$ cat src/rtl/mul_cfg.svh
`ifndef MUL_CFG_SVH
`define MUL_CFG_SVH

// ====================
// register map
// ====================
`define MUL_AXI_ADDR_W  5        // byte address bits
`define MUL_REG_X       5'h00    // operand x
`define MUL_REG_Y       5'h04    // operand y
`define MUL_REG_CTRL    5'h08    // wr bit0 start, rd {done, busy}
`define MUL_REG_PROD_LO 5'h0C    // product bits 31..0
`define MUL_REG_PROD_HI 5'h10    // product bits 63..32
`define MUL_REG_COUNT   5'h14    // completed ops

// ====================
// datapath
// ====================
`define MUL_PIPE_DEPTH  3        // issue to result, cycles

`endif

$ cat src/rtl/mul_pkg.sv
`default_nettype none

package mul_pkg;

  // ====================
  // operands and result
  // ====================
  typedef logic [31:0] operand_t;   // unsigned x or y
  typedef logic [63:0] product_t;   // unsigned x*y

  // one row of the aligned booth table
  typedef logic [63:0] pp_row_t;

  // 17 rows, row k sits at weight 4^k
  typedef pp_row_t [16:0] pp_table_t;

  // redundant form out of a compressor
  typedef struct packed {
    pp_row_t sum;     // xor of inputs
    pp_row_t carry;   // already shifted up one place
  } csa_pair_t;

  // ====================
  // bus codes
  // ====================
  typedef enum logic [1:0] {
    OKAY   = 2'b00,
    SLVERR = 2'b10
  } axi_resp_t;

endpackage : mul_pkg

`default_nettype wire

$ cat src/rtl/booth_pp_gen.sv
`timescale 1ns/1ps
`default_nettype none

module booth_pp_gen
(
  input  wire                clk,
  input  wire                rst_n,
  input  wire                issue_valid,   // one op per cycle max
  input  wire mul_pkg::operand_t x,         // multiplier, gets recoded
  input  wire mul_pkg::operand_t y,         // multiplicand
  output logic               pp_valid,
  output mul_pkg::pp_table_t pp_table
);

  // ====================
  // booth digits
  // ====================
  logic [34:0] xa;    // {00, x, 0}, one triplet per digit
  logic [16:0] neg;   // digit is negative
  logic [16:0] one;   // |digit| == 1
  logic [16:0] two;   // |digit| == 2

  always_comb
  begin
    xa = {2'b00, x, 1'b0};
    for (int k = 0; k < 17; k++)
    begin
      // triplet is x[2k+1] x[2k] x[2k-1]
      case (xa[2*k+2 -: 3])
        3'b000,
        3'b111:  {neg[k], two[k], one[k]} = 3'b0_0_0;  // 0
        3'b001,
        3'b010:  {neg[k], two[k], one[k]} = 3'b0_0_1;  // +1
        3'b011:  {neg[k], two[k], one[k]} = 3'b0_1_0;  // +2
        3'b100:  {neg[k], two[k], one[k]} = 3'b1_1_0;  // -2
        3'b101,
        3'b110:  {neg[k], two[k], one[k]} = 3'b1_0_1;  // -1
        default: {neg[k], two[k], one[k]} = 3'b0_0_0;
      endcase
    end
  end

  // top two xa bits are zero so neg[16] never sets
  // and the last row needs no +1 of its own

  // ====================
  // row build
  // ====================
  logic [32:0]        mag;    // 0, y or 2y
  logic [32:0]        pp;     // mag, ones' complement if neg
  logic [67:0]        wide;   // row before truncation to 64
  mul_pkg::pp_table_t pp_d;

  always_comb
  begin
    pp_d = '0;
    for (int k = 0; k < 17; k++)
    begin
      case ({two[k], one[k]})
        2'b10:   mag = {y, 1'b0};
        2'b01:   mag = {1'b0, y};
        default: mag = '0;
      endcase
      pp = neg[k] ? ~mag : mag;

      wide = '0;
      wide[2*k +: 33] = pp;          // 33-bit multiple at weight 4^k
      if (k == 0)
      begin
        // first row carries its full sign extension
        wide[33 +: 3] = {~neg[0], neg[0], neg[0]};
      end
      else
      begin
        wide[2*k+33] = ~neg[k];      // inverted sign
        wide[2*k+34] = 1'b1;         // constant one of the ext scheme
        wide[2*k-2]  = neg[k-1];     // +1 completing the row above
      end
      pp_d[k] = wide[63:0];          // bits past 63 drop out mod 2^64
    end
  end

  // ====================
  // stage 1 register
  // ====================
  always_ff @(posedge clk or negedge rst_n)
  begin
    if (!rst_n)
      pp_valid <= 1'b0;
    else
      pp_valid <= issue_valid;
  end

  // table only moves with a live op
  always_ff @(posedge clk)
  begin
    if (issue_valid)
      pp_table <= pp_d;
  end

endmodule : booth_pp_gen

`default_nettype wire

$ cat src/rtl/csa_tree.sv
`timescale 1ns/1ps
`default_nettype none

module csa_tree
(
  input  wire                clk,
  input  wire                rst_n,
  input  wire                pp_valid,
  input  wire mul_pkg::pp_table_t pp_table,   // 17 aligned rows
  output logic               prod_valid,
  output mul_pkg::product_t  prod
);

  // ====================
  // compressors
  // ====================

  // 3:2, one full adder per column
  function automatic mul_pkg::csa_pair_t csa32
  (
    input mul_pkg::pp_row_t a,
    input mul_pkg::pp_row_t b,
    input mul_pkg::pp_row_t c
  );
    mul_pkg::csa_pair_t r;
    r.sum   = a ^ b ^ c;
    r.carry = ((a & b) | (a & c) | (b & c)) << 1;   // top carry lost, mod 2^64
    return r;
  endfunction

  // 4:2 built from two chained 3:2
  function automatic mul_pkg::csa_pair_t csa42
  (
    input mul_pkg::pp_row_t a,
    input mul_pkg::pp_row_t b,
    input mul_pkg::pp_row_t c,
    input mul_pkg::pp_row_t d
  );
    mul_pkg::csa_pair_t lo;
    mul_pkg::csa_pair_t hi;
    lo = csa32(b, c, d);
    hi = csa32(a, lo.sum, lo.carry);   // carry-in is the shifted lo carry
    return hi;
  endfunction

  // ====================
  // levels 1 and 2
  // ====================
  mul_pkg::csa_pair_t lvl1 [4];   // 16 rows -> 8
  mul_pkg::csa_pair_t lvl2 [2];   // 8 -> 4

  always_comb
  begin
    for (int i = 0; i < 4; i++)
    begin
      lvl1[i] = csa42(pp_table[4*i], pp_table[4*i+1],
                      pp_table[4*i+2], pp_table[4*i+3]);
    end
    for (int i = 0; i < 2; i++)
    begin
      lvl2[i] = csa42(lvl1[2*i].sum, lvl1[2*i].carry,
                      lvl1[2*i+1].sum, lvl1[2*i+1].carry);
    end
  end

  // stage 2 register, four vectors plus the odd row 16
  mul_pkg::pp_row_t s2_row [5];
  logic             s2_valid;

  always_ff @(posedge clk or negedge rst_n)
  begin
    if (!rst_n)
      s2_valid <= 1'b0;
    else
      s2_valid <= pp_valid;
  end

  always_ff @(posedge clk)
  begin
    if (pp_valid)
    begin
      s2_row[0] <= lvl2[0].sum;
      s2_row[1] <= lvl2[0].carry;
      s2_row[2] <= lvl2[1].sum;
      s2_row[3] <= lvl2[1].carry;
      s2_row[4] <= pp_table[16];   // skips the first two levels
    end
  end

  // ====================
  // levels 3, 4 and cpa
  // ====================
  mul_pkg::csa_pair_t lvl3;
  mul_pkg::csa_pair_t lvl4;
  mul_pkg::product_t  sum_d;

  always_comb
  begin
    lvl3  = csa42(s2_row[0], s2_row[1], s2_row[2], s2_row[3]);
    lvl4  = csa32(lvl3.sum, lvl3.carry, s2_row[4]);   // fold in row 16
    sum_d = lvl4.sum + lvl4.carry;                    // carry-propagate add
  end

  // stage 3 register
  always_ff @(posedge clk or negedge rst_n)
  begin
    if (!rst_n)
      prod_valid <= 1'b0;
    else
      prod_valid <= s2_valid;
  end

  always_ff @(posedge clk)
  begin
    if (s2_valid)
      prod <= sum_d;
  end

endmodule : csa_tree

`default_nettype wire

$ cat src/rtl/mul_ctrl.sv
`timescale 1ns/1ps
`default_nettype none

`include "mul_cfg.svh"

module mul_ctrl
(
  input  wire                          clk,
  input  wire                          rst_n,
  // write address + data
  input  wire [`MUL_AXI_ADDR_W-1:0]    awaddr,
  input  wire                          awvalid,
  output logic                         awready,
  input  wire [31:0]                   wdata,
  input  wire                          wvalid,
  output logic                         wready,
  // write response
  output logic                         bvalid,
  output mul_pkg::axi_resp_t           bresp,
  input  wire                          bready,
  // read address
  input  wire [`MUL_AXI_ADDR_W-1:0]    araddr,
  input  wire                          arvalid,
  output logic                         arready,
  // read data
  output logic                         rvalid,
  output logic [31:0]                  rdata,
  output mul_pkg::axi_resp_t           rresp,
  input  wire                          rready,
  // to booth stage
  output logic                         issue_valid,
  output mul_pkg::operand_t            x,
  output mul_pkg::operand_t            y,
  // back from adder stage
  input  wire                          prod_valid,
  input  wire mul_pkg::product_t       prod
);

  logic                       aw_w_rdy;   // shared awready / wready
  logic                       wr_en;      // aw + w handshake this cycle
  logic                       wr_hit;     // write offset is mapped
  logic                       ar_rdy;
  logic                       rd_en;
  logic [31:0]                rd_word;
  mul_pkg::axi_resp_t         rd_resp;
  logic [`MUL_PIPE_DEPTH-1:0] inflight;   // one bit per pipe stage
  logic                       busy;
  logic                       done;       // sticky, cleared by ctrl read
  mul_pkg::product_t          prod_q;     // last result
  logic [31:0]                count;

  // ====================
  // write channel
  // ====================
  assign awready = aw_w_rdy;
  assign wready  = aw_w_rdy;
  assign wr_en   = aw_w_rdy & awvalid & wvalid;

  always_comb
  begin
    case (awaddr)
      `MUL_REG_X,
      `MUL_REG_Y,
      `MUL_REG_CTRL,
      `MUL_REG_PROD_LO,
      `MUL_REG_PROD_HI,
      `MUL_REG_COUNT: wr_hit = 1'b1;   // result regs ignore writes
      default:        wr_hit = 1'b0;
    endcase
  end

  always_ff @(posedge clk or negedge rst_n)
  begin
    if (!rst_n)
    begin
      aw_w_rdy    <= 1'b0;
      bvalid      <= 1'b0;
      bresp       <= mul_pkg::OKAY;
      issue_valid <= 1'b0;
      x           <= '0;
      y           <= '0;
    end
    else
    begin
      // single pulse, held off while a response waits
      aw_w_rdy    <= ~aw_w_rdy & awvalid & wvalid & ~bvalid;
      issue_valid <= wr_en & (awaddr == `MUL_REG_CTRL) & wdata[0];
      if (wr_en)
      begin
        bvalid <= 1'b1;
        bresp  <= wr_hit ? mul_pkg::OKAY : mul_pkg::SLVERR;
        if (awaddr == `MUL_REG_X)
          x <= wdata;
        if (awaddr == `MUL_REG_Y)
          y <= wdata;
      end
      else if (bvalid && bready)
        bvalid <= 1'b0;
    end
  end

  // ====================
  // read channel
  // ====================
  assign arready = ar_rdy;
  assign rd_en   = ar_rdy & arvalid;

  always_comb
  begin
    rd_word = '0;
    rd_resp = mul_pkg::OKAY;
    case (araddr)
      `MUL_REG_X:       rd_word = x;
      `MUL_REG_Y:       rd_word = y;
      `MUL_REG_CTRL:    rd_word = {30'd0, done, busy};
      `MUL_REG_PROD_LO: rd_word = prod_q[31:0];
      `MUL_REG_PROD_HI: rd_word = prod_q[63:32];
      `MUL_REG_COUNT:   rd_word = count;
      default:          rd_resp = mul_pkg::SLVERR;   // data stays zero
    endcase
  end

  always_ff @(posedge clk or negedge rst_n)
  begin
    if (!rst_n)
    begin
      ar_rdy <= 1'b0;
      rvalid <= 1'b0;
      rdata  <= '0;
      rresp  <= mul_pkg::OKAY;
    end
    else
    begin
      ar_rdy <= ~ar_rdy & arvalid & ~rvalid;
      if (rd_en)
      begin
        rvalid <= 1'b1;
        rdata  <= rd_word;   // held until rready
        rresp  <= rd_resp;
      end
      else if (rvalid && rready)
        rvalid <= 1'b0;
    end
  end

  // ====================
  // results and status
  // ====================

  // an op counts as busy from its issue cycle until the
  // cycle its product lands
  assign busy = issue_valid | (|inflight);

  always_ff @(posedge clk or negedge rst_n)
  begin
    if (!rst_n)
    begin
      inflight <= '0;
      done     <= 1'b0;
      prod_q   <= '0;
      count    <= '0;
    end
    else
    begin
      inflight <= {inflight[`MUL_PIPE_DEPTH-2:0], issue_valid};
      if (rd_en && araddr == `MUL_REG_CTRL)
        done <= 1'b0;                   // read to clear
      if (prod_valid)
      begin
        prod_q <= prod;                 // results come back in issue order
        count  <= count + 32'd1;
        done   <= 1'b1;                 // wins over a same-cycle clear
      end
    end
  end

endmodule : mul_ctrl

`default_nettype wire

$ cat src/rtl/mul_top.sv
`timescale 1ns/1ps
`default_nettype none

`include "mul_cfg.svh"

module mul_top
(
  input  wire                          clk,
  input  wire                          rst_n,
  input  wire [`MUL_AXI_ADDR_W-1:0]    awaddr,
  input  wire                          awvalid,
  output logic                         awready,
  input  wire [31:0]                   wdata,
  input  wire                          wvalid,
  output logic                         wready,
  output logic                         bvalid,
  output mul_pkg::axi_resp_t           bresp,
  input  wire                          bready,
  input  wire [`MUL_AXI_ADDR_W-1:0]    araddr,
  input  wire                          arvalid,
  output logic                         arready,
  output logic                         rvalid,
  output logic [31:0]                  rdata,
  output mul_pkg::axi_resp_t           rresp,
  input  wire                          rready
);

  // ====================
  // pipeline nets
  // ====================
  logic               issue_valid;
  mul_pkg::operand_t  x;
  mul_pkg::operand_t  y;
  logic               pp_valid;     // stage 1 out
  mul_pkg::pp_table_t pp_table;
  logic               prod_valid;   // stage 3 out
  mul_pkg::product_t  prod;

  // bus slave and register file
  mul_ctrl i_ctrl
  (
    .clk         (clk),
    .rst_n       (rst_n),
    .awaddr      (awaddr),
    .awvalid     (awvalid),
    .awready     (awready),
    .wdata       (wdata),
    .wvalid      (wvalid),
    .wready      (wready),
    .bvalid      (bvalid),
    .bresp       (bresp),
    .bready      (bready),
    .araddr      (araddr),
    .arvalid     (arvalid),
    .arready     (arready),
    .rvalid      (rvalid),
    .rdata       (rdata),
    .rresp       (rresp),
    .rready      (rready),
    .issue_valid (issue_valid),
    .x           (x),
    .y           (y),
    .prod_valid  (prod_valid),
    .prod        (prod)
  );

  // recode + partial products
  booth_pp_gen i_booth
  (
    .clk         (clk),
    .rst_n       (rst_n),
    .issue_valid (issue_valid),
    .x           (x),
    .y           (y),
    .pp_valid    (pp_valid),
    .pp_table    (pp_table)
  );

  // reduction and final add
  csa_tree i_tree
  (
    .clk         (clk),
    .rst_n       (rst_n),
    .pp_valid    (pp_valid),
    .pp_table    (pp_table),
    .prod_valid  (prod_valid),
    .prod        (prod)
  );

endmodule : mul_top

`default_nettype wire

$ cat config.mk
export PLATFORM = sky130hd
export DESIGN_NAME = mul_top
export DESIGN_NICKNAME = d
export VERILOG_FILES = /design/src/rtl/mul_pkg.sv /design/src/rtl/booth_pp_gen.sv /design/src/rtl/csa_tree.sv /design/src/rtl/mul_ctrl.sv /design/src/rtl/mul_top.sv
export VERILOG_INCLUDE_DIRS = /design/src /design/src/rtl
export SDC_FILE = /design/constraint.sdc
export NUM_CORES = 2
export LEC_CHECK = 0
export BUFFER_PORTS_ARGS = -buffer_cell sky130_fd_sc_hd__buf_2
export CAP_MARGIN = 20
export CORE_UTILIZATION = 45
export CTS_CLUSTER_DIAMETER = 50
export CTS_CLUSTER_SIZE = 14
export DETAILED_ROUTE_END_ITERATION = 8
export HOLD_SLACK_MARGIN = 0.15
export SYNTH_ARGS = -nofsm -noshare
export SYNTH_HDL_FRONTEND = slang
export SYNTH_SLANG_ARGS = --single-unit
$ cat constraint.sdc
create_clock -name clk -period 20.2 [get_ports clk]
set_input_delay 4.04 -clock clk [delete_from_list [all_inputs] [get_ports clk]]
set_output_delay 4.04 -clock clk [all_outputs]
set_load 0.005 [all_outputs]
; ---- After elaboration in Yosys (flattened, before gate mapping)
; Memories as Yosys holds them, arrays and structs flattened.
; Index checks and enable logic that the tools add are counted.
; Widths: inputs -> output; s select.
[classes]
n_bitwise = 153
n_reduce_logical = 19
n_addsub = 2
eq_ne = 45
mux = 48
[op_table]
columns = operator, n
row1 = $or 63x63->63, 27
row2 = $and 63x63->63, 26
row3 = $xor 64x64->64, 18
row4 = $pmux 33 s2, 16
row5 = $mux 33, 16
row6 = $not 33->33, 16
row7 = $pmux 32 s6, 1
row8 = $and 36x63->63, 2
row9 = $and 43x63->63, 2
row10 = $and 51x63->63, 2
row11 = $and 59x63->63, 2
row12 = $and 61x63->63, 2
row13 = $add 64x64->64, 1
row14 = $xor 36x64->64, 1
row15 = $xor 43x64->64, 1
row16 = $xor 51x64->64, 1
row17 = $xor 59x64->64, 1
row18 = $xor 63x64->64, 1
row19 = $or 63x41->63, 1
row20 = $or 63x49->63, 1
row21 = $or 63x57->63, 1
row22 = $xor 61x63->63, 1
row23 = $and 53x57->57, 1
row24 = $and 55x57->57, 1
row25 = other kinds (33), 125
[totals]
wordCells = 319
in_bits = 49
mem_count = 16
output_inout_bits = 41
ff_bits = 866
mem_bits_ro = 360
ram_bits = 320
[mem_list]
columns = memory, depth, width, rd, rd_clocked_by_memory_dff, wr, line
row1 = i_tree.s2_row, 5, 64, 5, 0, 5, csa_tree.sv:67  ; mul_pkg::pp_row_t s2_row [5];
row2 = (no name shown), 8, 3, 1, 0, 0, booth_pp_gen.sv:29  ; case (xa[2*k+2 -: 3])
row3 = (no name shown), 8, 3, 1, 0, 0, booth_pp_gen.sv:29
row4 = (no name shown), 8, 3, 1, 0, 0, booth_pp_gen.sv:29
row5 = (no name shown), 8, 3, 1, 0, 0, booth_pp_gen.sv:29
row6 = (no name shown), 8, 3, 1, 0, 0, booth_pp_gen.sv:29
row7 = 10 more memories, n/a, n/a, n/a, n/a, n/a, n/a

; ---- Longest topological paths before layout
[depth]
word_depth = 12
mapped_depth = 17
mapped_depth_nobuf = 16

; ---- Cells and area by module
; From an unflattened synthesis, not the netlist that was laid out.
[hier_totals]
hier_cells = 6896
area_unflattened_um2 = 84124.4
[modules_own_cells]
columns = module, seq_area_each_um2, cells_each, area_each_um2, n_inst
row1 = csa_tree, 11521.0, 3371, 39832.0, 1
row2 = booth_pp_gen, 17802.1, 2859, 35191.3, 1
row3 = mul_ctrl, 5079.9, 666, 9101.2, 1

; ---- Worst setup path before layout
; No wires, ideal clock.
[synth_timing]
path_kind = register to register
from = register i_ctrl.issue_valid
to = register i_ctrl.inflight[0]
period_less_slack_ns = 13.741
t_required_ns = 18.781
path_slack_ns = 6.459
setup_ns = 1.419
path_stages_with_launch = 1
arrival_time_ns = 12.322
path_cell_list = dfrtp_1
[synth_rtl]
columns = item, line
row1 = start: declaration, mul_ctrl.sv:31  ; output logic issue_valid,
row2 = start signal: assignment, mul_ctrl.sv:87  ; issue_valid <= wr_en & (awaddr == `MUL_REG_CTRL) & wdata[0];
row3 = end signal: assignment, mul_ctrl.sv:165  ; inflight <= {inflight[`MUL_PIPE_DEPTH-2:0], issue_valid};
row4 = end: declaration, mul_ctrl.sv:46  ; logic [`MUL_PIPE_DEPTH-1:0] inflight;
; No word-level cell between the ends.

; ---- Worst setup path after layout
[layout_timing]
from = register i_ctrl.aw_w_rdy (netlist: i_ctrl.awready)
to = output port wready
[layout_rtl]
columns = item, line
row1 = start: declaration, mul_ctrl.sv:39  ; logic aw_w_rdy;
row2 = start signal: assignment, mul_ctrl.sv:86  ; aw_w_rdy <= ~aw_w_rdy & awvalid & wvalid & ~bvalid;
row3 = end: declaration, mul_top.sv:15  ; output logic wready,
; No word-level cell between the ends.

==> reports/metrics.cfg <==
[clocking]
htree_num_levels=4
cts_max_path_buffers=3
clk_latency_ns=0.78
cts_hold_buf=0
numCtsBuffers=134
clockRootBuffer=clkbuf_16
cts-resized-gates=0
cts_tree=yes
cts_sinks=1083
path_clk_slew_ns=0.06
cts_setup_buffers=0

[floorplan]
dieArea_um2=149300
initial_core_util_pct=45.52
row_count=140
die-width_um=386.4
ios=90
die_height_um=386.4
core_area_um2=146100

[yosys]
synth_compound_area_share_pct=9.481
ys.flop_type=edfxtp_1
ys.warnings.count=0
synth_edf_count=880
synth_xor_area_share_pct=7.770
syn_avg_cell_area_um2=11.78
netlist_area_um2=66500
syn_inst=5645
synth_top_family_by_area=adder cells
synth.top_cell.area_share_pct=39.74
synth-simple-area-share_pct=5.701
yosysTopAreaCell=edfxtp_1
synthTopCellsByArea=edfxtp_1 40%, fa_1 14%, dfrtp_1 7.6%
synth-adder-area-share_pct=19.81
synth_mux_area_share_pct=2.322
ys_async_sr_fraction_pct=18.74
synth_cell_types=79
ys_seq_area_share_pct=47.37
ys_ff_latch=1083

[route]
vias=43210
drtAntennaViolNets=0
avgRoutedWirePerCell_um=25.76
drt_iter0_markers=5247
drt-total-wl_um=194300
dr.pass1.iters=9
via_per_inst=5.727
drc_errors=0

[setup_path]
path_delay_family=flip-flops
cp_cell_sequence=buf_2
cp.arrival_ns=1.34
endpoint_kind=output pin
critPathRequiredTime_ns=16.16
worst-setup-path-type=register to output pin
critical_path.max_stage_delay_ns=0.42
cp_num_buf_inv=1
cp-start-kind=register
crit_path_top_delay_cell=dfrtp_1
critPathMaxFanout=4

[layout]
multi_input_area_um2=30180
fin_nets=6332
final_common_cell=inv_1
drive_above_1_share_pct=10.44
seq_area_um2=31520
syn_to_final_growth_pct=10.16
fillCellCount=12720
most-common-layout-cells=883 x inv_1, 880 x edfxtp_1, 545 x xnor2_1, 523 x nor2_1, 470 x fa_1
final_cells=7544
final_cell_area_um2=73260

[placed_design]
port_buffers=87
post-place-ws_ns=13.75
place.gp.congestion=0.8950
placed_cell_area_um2=68470
dp_cells=7292
dpl.hpwl_um=123600

[timing]
hold_viol_final=0
worstMarginPinSlew_ns=1.310
period_share_pct=26.65
finalSetupTns_ns=0
max_freq_mhz=185.8
slew_violations=0
setup_violations=0
relSlewSlack_pct=12.67
rsz0062_at_grt=no
period_minus_slack_ns=5.382
clock_skew_ns=0.03486
fin_ws_ns=14.82

[global_routing]
antenna_found_initial=6
grt_pass1_wl_um=291300
grt_pass1_vias=43900
grt_usage_pct=26.23
grt_max_degree=165
overflow=0

[power_and_ir_drop]
powerDensity_nw_per_um2=77.08
p_switching_w=0.001503
pwr-share-comb_pct=10.7
leakage_nw=28.87
p_seq_share_pct=43.7
internal_power_w=0.004144
clkPwrFrac_pct=45.7
swShare_pct=26.61
ir_worst_vdd_mv=0.09097

[run]
cap_violations=0

[run_status]
status=completed

[min_path]
min_path_type=register to register

[metal layers]
layer  wire length [um]  global-route usage, %  vias up
li1                   -                      -    18580
met4               6478                  8.997        0
met2              89470                  41.26     2219
met5                  0                      0        -
met3              16770                  4.425      388
met1              81620                  36.79    22020
[through the flow]
step	utilization, %	hold slack (ns)	power, W
global placement	46.81	0.4011	0.003089
detailed placement	46.87	0.4045	0.003098
floorplan	-	0.4003	0.002853
global route	50.14	0.4253	0.005781
CTS	50.12	0.4174	0.005666
finish	50.14	0.4111	0.005647
[kinds of logic after synthesis]
logic type / Yosys count
xor gates and xnor gates: 590
buffers and inverters: 1312
other: 1
and+or+nand+nor: 899
adders and majority gates: 771
muxes: 140
DFF: 1083
AOI/OAI and AO/OA: 849
[state kept, by name, indices dropped and copies added (netlist names)]
signal,count
i_ctrl.issue_valid,1
i_tree.prod,64
i_tree.s2_row,224
i_ctrl.rresp,1
i_ctrl.bvalid,1
i_ctrl.arready,1
i_ctrl.awready,1
i_ctrl.bresp,1
i_ctrl.y,32
i_ctrl.prod_q,64
i_ctrl.rdata,32
i_ctrl.done,1
i_ctrl.inflight,3
i_ctrl.count,32
i_booth.pp_table,592
i_ctrl.rvalid,1
i_ctrl.x,32
[final cells by class]
class                   instances  share of cell area, %
diodes                          3                0.01025
clock buffers                 158                  4.987
clock inverters                90                  1.503
inverters                     884                  4.530
multi-input cells            3251                  41.19
flip-flops and latches       1083                  43.02
well taps                    1917                  3.274
repair buffers                158                  1.479
[worst paths after layout]
kind / from / slack (ns) / to / depth (start not counted)
setup / recovery: i_ctrl.awready$_DFF_PN0_ / 14.82 / wready / 1
hold / removal: i_booth.pp_table[1058]$_SDFFCE_PN0P_ / 0.41 / i_tree.s2_row[0][290]$_DFFE_PP_ / 0
setup reg to reg: i_tree.s2_row[0][103]$_DFFE_PP_ / 15.35 / i_tree.prod[61]$_DFFE_PP_ / 16
hold reg to reg: i_booth.pp_table[1058]$_SDFFCE_PN0P_ / 0.41 / i_tree.s2_row[0][290]$_DFFE_PP_ / 0
max in group asynchronous: rst_n / 15.02 / i_ctrl.inflight[2]$_DFF_PN0_ / 4
min in group asynchronous: rst_n / 3.20 / i_ctrl.x[0]$_DFFE_PN0P_ / 1
[power groups by stage]
stage	registers (W)	clock network [W]	logic [W]
4_1_cts	0.00247	0.00261	0.000588
3_3_place_gp	0.00251	0	0.000575
3_5_place_dp	0.00251	0	0.000586
5_1_grt	0.00247	0.00269	0.000626
2_1_floorplan	0.00250	0	0.000352
6_report	0.00247	0.00258	0.000602
[cells in the mapped netlist (9+ instances only)]
| cell | n |
|---|---|
| inv_1 | 883 |
| edfxtp_1 | 880 |
| xnor2_1 | 545 |
| nor2_1 | 523 |
| fa_1 | 470 |
| a22oi_1 | 469 |
| clkbuf_1 | 378 |
| ha_1 | 301 |
| nand2_1 | 213 |
| dfrtp_1 | 203 |
| mux2_2 | 114 |
| a22o_1 | 84 |
| o21ai_0 | 80 |
| a21oi_1 | 67 |
| xor2_1 | 45 |
| and2_1 | 35 |
| a21o_1 | 32 |
| a222oi_1 | 31 |
| buf_1 | 28 |
| mux2i_1 | 26 |
| nand3_1 | 26 |
| nand4_1 | 23 |
| nand2b_1 | 17 |
| o21bai_1 | 16 |
| and3_1 | 14 |
| nor3_1 | 13 |
| a31oi_1 | 11 |
| a211oi_1 | 10 |
| buf_4 | 9 |
(Power assumes the default switching activity.)
